File: config.mk
export PLATFORM = sky130hd
export DESIGN_NAME = id_stage
export DESIGN_NICKNAME = d
export VERILOG_FILES = /design/src/id_pkg.sv /design/src/inst_decoder.sv /design/src/operand_forward.sv /design/src/branch_resolve.sv /design/src/id_ex_reg.sv /design/src/id_stage.sv
export SDC_FILE = /design/constraint.sdc
export NUM_CORES = 1
export LEC_CHECK = 0
export ABC_AREA = 1
export BUFFER_PORTS_ARGS = -buffer_cell sky130_fd_sc_hd__buf_2
export CAP_MARGIN = 20
export CELL_PAD_IN_SITES_DETAIL_PLACEMENT = 2
export CELL_PAD_IN_SITES_GLOBAL_PLACEMENT = 2
export CORE_MARGIN = 3
export CORE_UTILIZATION = 27
export CTS_CLUSTER_DIAMETER = 60
export DETAILED_ROUTE_END_ITERATION = 8
export PLACE_DENSITY = 0.91
export SLEW_MARGIN = 20
export SYNTH_ARGS = -nofsm -noshare
export SYNTH_HDL_FRONTEND = slang
export SYNTH_SLANG_ARGS = --single-unit
export TNS_END_PERCENT = 100
File: constraint.sdc
create_clock -name clk -period 8.54 [get_ports clk]
set_clock_uncertainty 0.15 [all_clocks]
set_input_delay 0.427 -clock clk [delete_from_list [all_inputs] [get_ports clk]]
set_output_delay 0.427 -clock clk [all_outputs]
set_load 0.1 [all_outputs]
File: src/id_pkg.sv
`default_nettype none

package id_pkg;

    typedef logic [31:0] word_t;
    typedef logic [4:0]  reg_addr_t;

    localparam reg_addr_t LINK_REG  = 5'd31;
    localparam word_t     ZERO_WORD = 32'h0000_0000;
    localparam word_t     PC_STEP   = 32'd4;

    // primary opcode, inst[31:26]
    typedef enum logic [5:0] {
        OP_SPECIAL = 6'h00, OP_REGIMM = 6'h01, OP_J     = 6'h02, OP_JAL   = 6'h03,
        OP_BEQ     = 6'h04, OP_BNE    = 6'h05, OP_BLEZ  = 6'h06, OP_BGTZ  = 6'h07,
        OP_ADDI    = 6'h08, OP_ADDIU  = 6'h09, OP_SLTI  = 6'h0a, OP_SLTIU = 6'h0b,
        OP_ANDI    = 6'h0c, OP_ORI    = 6'h0d, OP_XORI  = 6'h0e, OP_LUI   = 6'h0f,
        OP_LB      = 6'h20, OP_LH     = 6'h21, OP_LW    = 6'h23, OP_LBU   = 6'h24,
        OP_LHU     = 6'h25, OP_SB     = 6'h28, OP_SH    = 6'h29, OP_SW    = 6'h2b
    } opcode_e;

    // SPECIAL function field, inst[5:0]
    typedef enum logic [5:0] {
        FN_SLL  = 6'h00, FN_SRL  = 6'h02, FN_SRA  = 6'h03,
        FN_SLLV = 6'h04, FN_SRLV = 6'h06, FN_SRAV = 6'h07,
        FN_JR   = 6'h08, FN_JALR = 6'h09,
        FN_ADD  = 6'h20, FN_ADDU = 6'h21, FN_SUB  = 6'h22, FN_SUBU = 6'h23,
        FN_AND  = 6'h24, FN_OR   = 6'h25, FN_XOR  = 6'h26, FN_NOR  = 6'h27,
        FN_SLT  = 6'h2a, FN_SLTU = 6'h2b
    } funct_e;

    // REGIMM rt field, inst[20:16]
    typedef enum logic [4:0] {
        RI_BLTZ = 5'h00, RI_BGEZ = 5'h01, RI_BLTZAL = 5'h10, RI_BGEZAL = 5'h11
    } regimm_e;

    typedef enum logic [7:0] {
        ALU_NOP  = 8'h00,
        ALU_AND  = 8'h24, ALU_OR   = 8'h25, ALU_XOR   = 8'h26, ALU_NOR    = 8'h27,
        ALU_SLL  = 8'h7c, ALU_SRL  = 8'h02, ALU_SRA   = 8'h03,
        ALU_ADD  = 8'h20, ALU_ADDU = 8'h21, ALU_SUB   = 8'h22, ALU_SUBU   = 8'h23,
        ALU_SLT  = 8'h2a, ALU_SLTU = 8'h2b, ALU_ADDI  = 8'h55, ALU_ADDIU  = 8'h56,
        ALU_J    = 8'h4f, ALU_JAL  = 8'h50, ALU_JR    = 8'h08, ALU_JALR   = 8'h09,
        ALU_BEQ  = 8'h51, ALU_BNE  = 8'h52, ALU_BGTZ  = 8'h54, ALU_BLEZ   = 8'h53,
        ALU_BLTZ = 8'h40, ALU_BGEZ = 8'h41, ALU_BLTZAL = 8'h4a, ALU_BGEZAL = 8'h4b,
        ALU_LB   = 8'he0, ALU_LBU  = 8'he4, ALU_LH    = 8'he1, ALU_LHU    = 8'he5,
        ALU_LW   = 8'he3, ALU_SB   = 8'he8, ALU_SH    = 8'he9, ALU_SW     = 8'heb
    } alu_op_e;

    typedef enum logic [2:0] {
        SEL_NOP         = 3'b000,
        SEL_LOGIC       = 3'b001,
        SEL_SHIFT       = 3'b010,
        SEL_ARITH       = 3'b100,
        SEL_JUMP_BRANCH = 3'b110,
        SEL_LOAD_STORE  = 3'b111
    } alu_sel_e;

    typedef enum logic [3:0] {
        BR_NONE, BR_ALWAYS_IMM26, BR_ALWAYS_REG, BR_EQ, BR_NE,
        BR_GTZ, BR_LEZ, BR_LTZ, BR_GEZ
    } br_kind_e;

    typedef struct packed {
        alu_op_e   aluop;
        alu_sel_e  alusel;
        logic      wreg;
        reg_addr_t wd;
        logic      reg1_read;
        logic      reg2_read;
        word_t     imm;
        br_kind_e  br_kind;
        logic      link;
    } dec_ctrl_t;

    typedef struct packed {
        alu_op_e   aluop;
        logic      wreg;
        reg_addr_t wd;
        word_t     wdata;
    } fwd_t;

    typedef struct packed {
        alu_op_e   aluop;
        alu_sel_e  alusel;
        word_t     reg1;
        word_t     reg2;
        logic      wreg;
        reg_addr_t wd;
        word_t     link_addr;
        word_t     inst;
    } id_ex_t;

    localparam dec_ctrl_t CTRL_NOP = '{aluop: ALU_NOP, alusel: SEL_NOP, br_kind: BR_NONE,
                                       default: '0};
    localparam id_ex_t ID_EX_BUBBLE = '{aluop: ALU_NOP, alusel: SEL_NOP, default: '0};

endpackage

`default_nettype wire

File: src/inst_decoder.sv
`timescale 1ns/10ps
`default_nettype none

module inst_decoder (
    input  logic              rst_i,
    input  id_pkg::word_t     inst_i,
    output id_pkg::dec_ctrl_t ctrl_o
);
    import id_pkg::*;

    opcode_e   opcode;
    funct_e    funct;
    regimm_e   rt_code;
    reg_addr_t rs;
    reg_addr_t rt;
    reg_addr_t rd;

    assign opcode  = opcode_e'(inst_i[31:26]);
    assign funct   = funct_e'(inst_i[5:0]);
    assign rt_code = regimm_e'(inst_i[20:16]);
    assign rs      = inst_i[25:21];
    assign rt      = inst_i[20:16];
    assign rd      = inst_i[15:11];

    function automatic dec_ctrl_t ctl(input alu_op_e op, input alu_sel_e sel,
                                      input logic wreg, input reg_addr_t wd,
                                      input logic rd1, input logic rd2,
                                      input br_kind_e br = BR_NONE);
        dec_ctrl_t c;
        c = CTRL_NOP;
        c.aluop     = op;
        c.alusel    = sel;
        c.wreg      = wreg;
        c.wd        = wd;
        c.reg1_read = rd1;
        c.reg2_read = rd2;
        c.br_kind   = br;
        // only jal, jalr, bltzal, bgezal write while branching
        c.link      = wreg && (br != BR_NONE);
        return c;
    endfunction

    always_comb begin
        ctrl_o = CTRL_NOP;
        if (!rst_i) begin
            case (opcode)
                OP_SPECIAL: begin
                    case (funct)
                        FN_AND:  ctrl_o = ctl(ALU_AND, SEL_LOGIC, 1'b1, rd, 1'b1, 1'b1);
                        FN_OR:   ctrl_o = ctl(ALU_OR, SEL_LOGIC, 1'b1, rd, 1'b1, 1'b1);
                        FN_XOR:  ctrl_o = ctl(ALU_XOR, SEL_LOGIC, 1'b1, rd, 1'b1, 1'b1);
                        FN_NOR:  ctrl_o = ctl(ALU_NOR, SEL_LOGIC, 1'b1, rd, 1'b1, 1'b1);
                        FN_SLLV: ctrl_o = ctl(ALU_SLL, SEL_SHIFT, 1'b1, rd, 1'b1, 1'b1);
                        FN_SRLV: ctrl_o = ctl(ALU_SRL, SEL_SHIFT, 1'b1, rd, 1'b1, 1'b1);
                        FN_SRAV: ctrl_o = ctl(ALU_SRA, SEL_SHIFT, 1'b1, rd, 1'b1, 1'b1);
                        FN_SLL:  ctrl_o = ctl(ALU_SLL, SEL_SHIFT, 1'b1, rd, 1'b0, 1'b1);
                        FN_SRL:  ctrl_o = ctl(ALU_SRL, SEL_SHIFT, 1'b1, rd, 1'b0, 1'b1);
                        FN_SRA:  ctrl_o = ctl(ALU_SRA, SEL_SHIFT, 1'b1, rd, 1'b0, 1'b1);
                        FN_ADD:  ctrl_o = ctl(ALU_ADD, SEL_ARITH, 1'b1, rd, 1'b1, 1'b1);
                        FN_ADDU: ctrl_o = ctl(ALU_ADDU, SEL_ARITH, 1'b1, rd, 1'b1, 1'b1);
                        FN_SUB:  ctrl_o = ctl(ALU_SUB, SEL_ARITH, 1'b1, rd, 1'b1, 1'b1);
                        FN_SUBU: ctrl_o = ctl(ALU_SUBU, SEL_ARITH, 1'b1, rd, 1'b1, 1'b1);
                        FN_SLT:  ctrl_o = ctl(ALU_SLT, SEL_ARITH, 1'b1, rd, 1'b1, 1'b1);
                        FN_SLTU: ctrl_o = ctl(ALU_SLTU, SEL_ARITH, 1'b1, rd, 1'b1, 1'b1);
                        FN_JR:   ctrl_o = ctl(ALU_JR, SEL_JUMP_BRANCH, 1'b0, '0, 1'b1, 1'b0,
                                              BR_ALWAYS_REG);
                        FN_JALR: ctrl_o = ctl(ALU_JALR, SEL_JUMP_BRANCH, 1'b1, rd, 1'b1, 1'b0,
                                              BR_ALWAYS_REG);
                        default: ctrl_o = CTRL_NOP;
                    endcase
                    // fixed shifts need rs zero, shamt goes out as operand 1
                    if (funct inside {FN_SLL, FN_SRL, FN_SRA}) begin
                        if (rs == '0) begin
                            ctrl_o.imm = {27'd0, inst_i[10:6]};
                        end else begin
                            ctrl_o = CTRL_NOP;
                        end
                    end
                end
                OP_REGIMM: begin
                    case (rt_code)
                        RI_BLTZ:   ctrl_o = ctl(ALU_BLTZ, SEL_JUMP_BRANCH, 1'b0, '0,
                                                1'b1, 1'b0, BR_LTZ);
                        RI_BGEZ:   ctrl_o = ctl(ALU_BGEZ, SEL_JUMP_BRANCH, 1'b0, '0,
                                                1'b1, 1'b0, BR_GEZ);
                        RI_BLTZAL: ctrl_o = ctl(ALU_BLTZAL, SEL_JUMP_BRANCH, 1'b1, LINK_REG,
                                                1'b1, 1'b0, BR_LTZ);
                        RI_BGEZAL: ctrl_o = ctl(ALU_BGEZAL, SEL_JUMP_BRANCH, 1'b1, LINK_REG,
                                                1'b1, 1'b0, BR_GEZ);
                        default:   ctrl_o = CTRL_NOP;
                    endcase
                end
                OP_J:     ctrl_o = ctl(ALU_J, SEL_JUMP_BRANCH, 1'b0, '0, 1'b0, 1'b0,
                                       BR_ALWAYS_IMM26);
                OP_JAL:   ctrl_o = ctl(ALU_JAL, SEL_JUMP_BRANCH, 1'b1, LINK_REG, 1'b0, 1'b0,
                                       BR_ALWAYS_IMM26);
                OP_BEQ:   ctrl_o = ctl(ALU_BEQ, SEL_JUMP_BRANCH, 1'b0, '0, 1'b1, 1'b1, BR_EQ);
                OP_BNE:   ctrl_o = ctl(ALU_BNE, SEL_JUMP_BRANCH, 1'b0, '0, 1'b1, 1'b1, BR_NE);
                OP_BLEZ:  ctrl_o = ctl(ALU_BLEZ, SEL_JUMP_BRANCH, 1'b0, '0, 1'b1, 1'b0, BR_LEZ);
                OP_BGTZ:  ctrl_o = ctl(ALU_BGTZ, SEL_JUMP_BRANCH, 1'b0, '0, 1'b1, 1'b0, BR_GTZ);
                OP_ADDI:  ctrl_o = ctl(ALU_ADDI, SEL_ARITH, 1'b1, rt, 1'b1, 1'b0);
                OP_ADDIU: ctrl_o = ctl(ALU_ADDIU, SEL_ARITH, 1'b1, rt, 1'b1, 1'b0);
                OP_SLTI:  ctrl_o = ctl(ALU_SLT, SEL_ARITH, 1'b1, rt, 1'b1, 1'b0);
                OP_SLTIU: ctrl_o = ctl(ALU_SLTU, SEL_ARITH, 1'b1, rt, 1'b1, 1'b0);
                OP_ANDI:  ctrl_o = ctl(ALU_AND, SEL_LOGIC, 1'b1, rt, 1'b1, 1'b0);
                OP_ORI:   ctrl_o = ctl(ALU_OR, SEL_LOGIC, 1'b1, rt, 1'b1, 1'b0);
                OP_XORI:  ctrl_o = ctl(ALU_XOR, SEL_LOGIC, 1'b1, rt, 1'b1, 1'b0);
                // lui is an or with the shifted immediate
                OP_LUI:   ctrl_o = ctl(ALU_OR, SEL_LOGIC, 1'b1, rt, 1'b1, 1'b0);
                OP_LB:    ctrl_o = ctl(ALU_LB, SEL_LOAD_STORE, 1'b1, rt, 1'b1, 1'b0);
                OP_LBU:   ctrl_o = ctl(ALU_LBU, SEL_LOAD_STORE, 1'b1, rt, 1'b1, 1'b0);
                OP_LH:    ctrl_o = ctl(ALU_LH, SEL_LOAD_STORE, 1'b1, rt, 1'b1, 1'b0);
                OP_LHU:   ctrl_o = ctl(ALU_LHU, SEL_LOAD_STORE, 1'b1, rt, 1'b1, 1'b0);
                OP_LW:    ctrl_o = ctl(ALU_LW, SEL_LOAD_STORE, 1'b1, rt, 1'b1, 1'b0);
                OP_SB:    ctrl_o = ctl(ALU_SB, SEL_LOAD_STORE, 1'b0, '0, 1'b1, 1'b1);
                OP_SH:    ctrl_o = ctl(ALU_SH, SEL_LOAD_STORE, 1'b0, '0, 1'b1, 1'b1);
                OP_SW:    ctrl_o = ctl(ALU_SW, SEL_LOAD_STORE, 1'b0, '0, 1'b1, 1'b1);
                default:  ctrl_o = CTRL_NOP;
            endcase

            case (opcode)
                OP_ANDI, OP_ORI, OP_XORI: ctrl_o.imm = {16'h0000, inst_i[15:0]};
                OP_ADDI, OP_ADDIU, OP_SLTI, OP_SLTIU: ctrl_o.imm = {{16{inst_i[15]}}, inst_i[15:0]};
                OP_LUI:   ctrl_o.imm = {inst_i[15:0], 16'h0000};
                default:  ;
            endcase
        end
    end

endmodule

`default_nettype wire

File: src/operand_forward.sv
`timescale 1ns/10ps
`default_nettype none

module operand_forward (
    input  id_pkg::dec_ctrl_t ctrl_i,
    input  id_pkg::word_t     inst_i,
    input  id_pkg::word_t     reg1_data_i,
    input  id_pkg::word_t     reg2_data_i,
    input  id_pkg::fwd_t      ex_fwd_i,
    input  id_pkg::fwd_t      mem_fwd_i,
    output id_pkg::word_t     reg1_o,
    output id_pkg::word_t     reg2_o,
    output logic              stall_o
);
    import id_pkg::*;

    reg_addr_t reg1_addr;
    reg_addr_t reg2_addr;
    logic      ex_is_load;

    // youngest result wins, immediate when the port is not read
    function automatic word_t select_operand(input logic rd, input reg_addr_t addr,
                                             input word_t rf_data, input word_t imm,
                                             input fwd_t ex_src, input fwd_t mem_src);
        word_t op;
        if (!rd) begin
            op = imm;
        end else if (ex_src.wreg && ex_src.wd == addr) begin
            op = ex_src.wdata;
        end else if (mem_src.wreg && mem_src.wd == addr) begin
            op = mem_src.wdata;
        end else begin
            op = rf_data;
        end
        return op;
    endfunction

    assign reg1_addr = inst_i[25:21];
    assign reg2_addr = inst_i[20:16];

    assign reg1_o = select_operand(ctrl_i.reg1_read, reg1_addr, reg1_data_i, ctrl_i.imm,
                                   ex_fwd_i, mem_fwd_i);
    assign reg2_o = select_operand(ctrl_i.reg2_read, reg2_addr, reg2_data_i, ctrl_i.imm,
                                   ex_fwd_i, mem_fwd_i);

    assign ex_is_load = ex_fwd_i.aluop inside {ALU_LB, ALU_LBU, ALU_LH, ALU_LHU, ALU_LW};

    // load data only exists after mem, so the ex value is not usable yet
    assign stall_o = ex_is_load &&
                     ((ctrl_i.reg1_read && reg1_addr == ex_fwd_i.wd) ||
                      (ctrl_i.reg2_read && reg2_addr == ex_fwd_i.wd));

endmodule

`default_nettype wire

File: src/branch_resolve.sv
`timescale 1ns/10ps
`default_nettype none

module branch_resolve (
    input  id_pkg::dec_ctrl_t ctrl_i,
    input  id_pkg::word_t     pc_i,
    input  id_pkg::word_t     inst_i,
    input  id_pkg::word_t     reg1_i,
    input  id_pkg::word_t     reg2_i,
    output logic              branch_flag_o,
    output id_pkg::word_t     branch_target_o,
    output id_pkg::word_t     link_addr_o
);
    import id_pkg::*;

    word_t pc_plus_4;
    word_t br_offset;

    assign pc_plus_4 = pc_i + PC_STEP;
    assign br_offset = {{14{inst_i[15]}}, inst_i[15:0], 2'b00};

    // return lands past the delay slot
    assign link_addr_o = ctrl_i.link ? pc_plus_4 + PC_STEP : ZERO_WORD;

    always_comb begin
        branch_flag_o   = 1'b1;
        branch_target_o = pc_plus_4 + br_offset;
        case (ctrl_i.br_kind)
            BR_NONE:         branch_flag_o = 1'b0;
            BR_ALWAYS_IMM26: branch_target_o = {pc_plus_4[31:28], inst_i[25:0], 2'b00};
            BR_ALWAYS_REG:   branch_target_o = reg1_i;
            BR_EQ:           branch_flag_o = (reg1_i == reg2_i);
            BR_NE:           branch_flag_o = (reg1_i != reg2_i);
            BR_GTZ:          branch_flag_o = !reg1_i[31] && (reg1_i != ZERO_WORD);
            BR_LEZ:          branch_flag_o = reg1_i[31] || (reg1_i == ZERO_WORD);
            BR_LTZ:          branch_flag_o = reg1_i[31];
            BR_GEZ:          branch_flag_o = !reg1_i[31];
            default:         branch_flag_o = 1'b0;
        endcase
        // target only meaningful when taken
        if (!branch_flag_o) begin
            branch_target_o = ZERO_WORD;
        end
    end

endmodule

`default_nettype wire

File: src/id_ex_reg.sv
`timescale 1ns/10ps
`default_nettype none

module id_ex_reg (
    input  logic              clk,
    input  logic              rst_i,
    input  logic              stall_i,
    input  id_pkg::dec_ctrl_t ctrl_i,
    input  id_pkg::word_t     reg1_i,
    input  id_pkg::word_t     reg2_i,
    input  id_pkg::word_t     link_addr_i,
    input  id_pkg::word_t     inst_i,
    output id_pkg::id_ex_t    id_ex_o
);
    import id_pkg::*;

    always_ff @(posedge clk) begin
        if (rst_i || stall_i) begin
            // stalled instruction comes back next cycle
            id_ex_o <= ID_EX_BUBBLE;
        end else begin
            id_ex_o.aluop     <= ctrl_i.aluop;
            id_ex_o.alusel    <= ctrl_i.alusel;
            id_ex_o.reg1      <= reg1_i;
            id_ex_o.reg2      <= reg2_i;
            id_ex_o.wreg      <= ctrl_i.wreg;
            id_ex_o.wd        <= ctrl_i.wd;
            id_ex_o.link_addr <= link_addr_i;
            // loads and stores need the offset and rt later
            id_ex_o.inst      <= inst_i;
        end
    end

endmodule

`default_nettype wire

File: src/id_stage.sv
`timescale 1ns/10ps
`default_nettype none

module id_stage (
    input  logic                  clk,
    input  logic                  rst_i,
    input  id_pkg::word_t         pc_i,
    input  id_pkg::word_t         inst_i,
    input  id_pkg::word_t         reg1_data_i,
    input  id_pkg::word_t         reg2_data_i,
    input  id_pkg::fwd_t          ex_fwd_i,
    input  id_pkg::fwd_t          mem_fwd_i,
    output id_pkg::reg_addr_t     reg1_addr_o,
    output id_pkg::reg_addr_t     reg2_addr_o,
    output logic                  reg1_read_o,
    output logic                  reg2_read_o,
    output logic                  stall_o,
    output logic                  branch_flag_o,
    output id_pkg::word_t         branch_target_o,
    output id_pkg::id_ex_t        id_ex_o
);
    import id_pkg::*;

    dec_ctrl_t ctrl;
    word_t     reg1;
    word_t     reg2;
    word_t     link_addr;

    assign reg1_addr_o = inst_i[25:21];
    assign reg2_addr_o = inst_i[20:16];
    assign reg1_read_o = ctrl.reg1_read;
    assign reg2_read_o = ctrl.reg2_read;

    inst_decoder u_inst_decoder (
        .rst_i  (rst_i),
        .inst_i (inst_i),
        .ctrl_o (ctrl)
    );

    operand_forward u_operand_forward (
        .ctrl_i      (ctrl),
        .inst_i      (inst_i),
        .reg1_data_i (reg1_data_i),
        .reg2_data_i (reg2_data_i),
        .ex_fwd_i    (ex_fwd_i),
        .mem_fwd_i   (mem_fwd_i),
        .reg1_o      (reg1),
        .reg2_o      (reg2),
        .stall_o     (stall_o)
    );

    branch_resolve u_branch_resolve (
        .ctrl_i          (ctrl),
        .pc_i            (pc_i),
        .inst_i          (inst_i),
        .reg1_i          (reg1),
        .reg2_i          (reg2),
        .branch_flag_o   (branch_flag_o),
        .branch_target_o (branch_target_o),
        .link_addr_o     (link_addr)
    );

    id_ex_reg u_id_ex_reg (
        .clk         (clk),
        .rst_i       (rst_i),
        .stall_i     (stall_o),
        .ctrl_i      (ctrl),
        .reg1_i      (reg1),
        .reg2_i      (reg2),
        .link_addr_i (link_addr),
        .inst_i      (inst_i),
        .id_ex_o     (id_ex_o)
    );

endmodule

`default_nettype wire

==> summary.md <==
| Metric | Value |
|---|---|
| Die height | `221 um` |
| Post-Syn Area per Cell | `5.70 um2` |
| Placement Rows | `78` |
| Met2 Wirelength | `35.4 mm` |
| Antenna violations before repair | `2` |
| Yosys reg bits | `145` |
| Xor-xnor portion of the synthesized cell area | `0.0295` |
| Drt drc | `0` |
| Final ANT Viol Nets | `0` |
| Pwr per Cell Area | `154 mW/mm2` |
| Highest Clock Rate | `155 MHz` |
| Worst vdd ir | `0.000159 V` |
| Final core occ | `0.340` |
| Largest Register | `u_id_ex_reg.id_ex_o` |
| Worst setup slack after layout | `2.09 ns` |
| CTS Buffer Depth | `2` |
| Synth Instances | `2185` |
| Root Driver | `clkbuf_16` |
| Ys async rst share | `0` |
| Uppermost routed layer | `met4` |
| Vias | `16500` |
| Vias per inst | `5.24` |
| Setup slack at placement | `2.21 ns` |
| Clk pin slew, worst setup/hold paths | `0.06 ns` |
| Cell variety after synth | `52` |
| Commonest register cell after synthesis | `dfxtp_1` |
| Die Width | `221 um` |
| Initial drt markers | `942` |
| First-pass GRT wire length | `111 mm` |
| Port bufs | `404` |
| Simple-Gate Fraction of Synth Area | `0.442` |
| Die Area | `0.0487 mm2` |
| Design area | `0.0155 mm2` |
| Post-layout nets | `2785` |
| GR Util All Layers | `0.300` |
| GPL Wtd Cong | `0.889` |
| Synth Area in Adders | `0.0328` |
| Final period util | `0.755` |
| Initial core utilization | `0.274` |
| Clock sinks | `145` |
| CP peak stage delay | `0.76 ns` |
| TritonCTS clock tree | `yes` |
| Area Overhead vs Synth | `24.3%` |
| DR WL met3 | `3.53 mm` |
| Max Cap Viol | `0` |
| Syn Nets | `2439` |
| Synth warn | `0` |
| Number of setup buffers added after CTS | `0` |
| Outcome | `finished clean` |
| Largest register FFs | `145` |
| Seq/Total Area, Yosys | `0.233` |
| Total CTS buffers | `17` |
| Number of global-route vias before repair | `17900` |
| Maximum fanout along the worst path | `33` |
| Wire per inst | `23.7 um` |
| Post-synthesis mux area share | `0` |
| Hold/Removal Path Class | `input pin to flop` |
| H-Tree Depth | `4` |
| Hold slack | `0.0957 ns` |
| Slew Limit Fails | `0` |
| Core region area | `0.0455 mm2` |
| CP most frequent cell | `nand2_1` |
| Crit-path leading delay family | `simple AND/OR/NAND/NOR gates` |
| CP Capture Type | `output pin` |
| Cts repair resizes | `0` |
| Lkg Pwr | `8.84 nW` |
| CP Launch Point | `inst_i[30]` |
| Largest family of logic cells by synthesized area | `simple AND/OR/NAND/NOR gates` |
| Placed inst area | `0.0149 mm2` |
| # IOs | `413` |
| Hold Fails Final Rpt | `0` |
| RSZ-0062 raised after global routing | `false` |
| CP max-delay cell | `nand3_2` |
| Setup CP Type | `input pin to output pin` |
| Pin count of the biggest net entering global routing | `66` |
| Least-Margin Pin Slew | `1.01 ns` |
| Mapped Area | `0.0125 mm2` |
| Hold wc startpoint | `inst_i[31]` |
| Fillcell total | `5831` |
| Grt ovf | `0` |
| Biggest regs | `u_id_ex_reg.id_ex_o (145)` |
| Buffer and inverter count on the worst path | `4` |
| Layout cells sized above 1 | `0.219` |
| Initial DRT Pass Iterations | `5` |
| Final HPWL DP | `60.2 mm` |
| TNS Setup | `0 ns` |
| Crit path DAT | `5.87 ns` |
| Drt total wl | `74.5 mm` |
| M1 WL | `32.3 mm` |
| Final worst path period need | `6.45 ns` |
| Rel. slew slack | `0.328` |
| Worst path required time | `7.96 ns` |
| Post-synth EDFFs | `0` |
| Cells along the critical path | `buf_2 > nor2_1 > nand2_2 > inv_2 > nand2_2 > a21oi_4 > o21ai_1 > nand3_2 > nand2_2 > nand2_1 > nand2_1 > nand3_1 > nand2_1 > nor2_1 > nand3_1 > nor2_1 > nand2_1 > nand2_1 > nand3_2 > o21ai_0 > inv_1 > buf_2` |
| Compound-Gate Fraction of Synth Area | `0.132` |
| Number of hold buffers added after CTS | `0` |
| Final Setup Violations | `0` |
| Worst setup SP type | `input pin` |
==> synth_stat cells, types with 9 or more instances <==
cell type / instances / area, um2
nand2_1: 670 / 2510
nor2_1: 290 / 1090
inv_1: 255 / 957
nand3_1: 177 / 886
dfxtp_1: 145 / 2900
o21ai_0: 89 / 445
nand4_1: 85 / 532
a21oi_1: 69 / 345
clkbuf_1: 48 / 180
inv_2: 45 / 169
xor2_1: 34 / 298
nor3_1: 33 / 165
ha_1: 31 / 388
o21ai_2: 25 / 219
buf_2: 21 / 105
o22ai_1: 21 / 131
a31oi_1: 18 / 113
buf_4: 14 / 105
o221ai_1: 10 / 87.6
buf_6: 9 / 101
==> layout by cell type, fill, tap and decap left out, types with 10 or more instances in the layout <==
master / Yosys / final
o21ai_2: 25 / 25
o22ai_1: 21 / 21
nand4_1: 85 / 85
nor2_2: 8 / 11
o21ai_0: 89 / 89
inv_2: 45 / 45
a21oi_1: 69 / 69
inv_1: 255 / 254
buf_2: 21 / 404
ha_1: 31 / 31
nor2_1: 290 / 287
xor2_1: 34 / 34
nor3_1: 33 / 33
dfxtp_1: 145 / 145
clkbuf_16: 0 / 17
nand3_1: 177 / 177
nand2_1: 670 / 669
buf_4: 14 / 16
o221ai_1: 10 / 10
a31oi_1: 18 / 18
==> cell type report <==
class,count,area (um2),share of cell area
diodes,2,5.00,0.000323
clock buffers,17,425,0.0275
clock inverters,15,191,0.0124
inverters,302,1140,0.0735
multi-input cells,1645,7930,0.512
flip-flops and latches,145,2900,0.188
well taps,600,751,0.0485
repair buffers,420,2140,0.138
==> cell families after synthesis <==
family	Yosys count
AND/OR/NAND/NOR	1300
buffers and inverters	395
AO/OA/AOI/OAI	271
flip-flops	145
XOR/XNOR	42
adder cells (fa/ha/maj)	32
==> stage by stage <==
| step | std cells | total power (W) |
|---|---|---|
| finish | 3146 | 0.00238 |
| global route | 3146 | 0.00249 |
| CTS | 3144 | 0.00239 |
| detailed placement | 3112 | 0.00156 |
| global placement | 3112 | 0.00153 |
| floorplan | 2185 | 0.00128 |
==> per-layer routing <==
layer,vias up,GRT usage
li1,7712,-
met1,8178,0.374
met2,487,0.510
met3,106,0.0439
met4,0,0.139
met5,-,0
==> tightest hold or removal path: cells and delay by family <==
kind                   cells  cell delay [ns]
AND/OR/NAND/NOR            1             0.10
buffers and inverters      2             0.16
==> worst paths after layout <==
kind | to | cells past startpoint
max | branch_target_o[3] | 22
min | u_id_ex_reg.id_ex_o[31] | 3
==> power breakdown <==
part | internal, W | total, W | switching [W]
Sequential | 0.000696 | 0.000704 | 0.00000731
Clock | 0.000445 | 0.000826 | 0.000381
Combinational | 0.000193 | 0.000850 | 0.000658
Total | 0.00133 | 0.00238 | 0.00105
(Power assumes the default switching activity.)
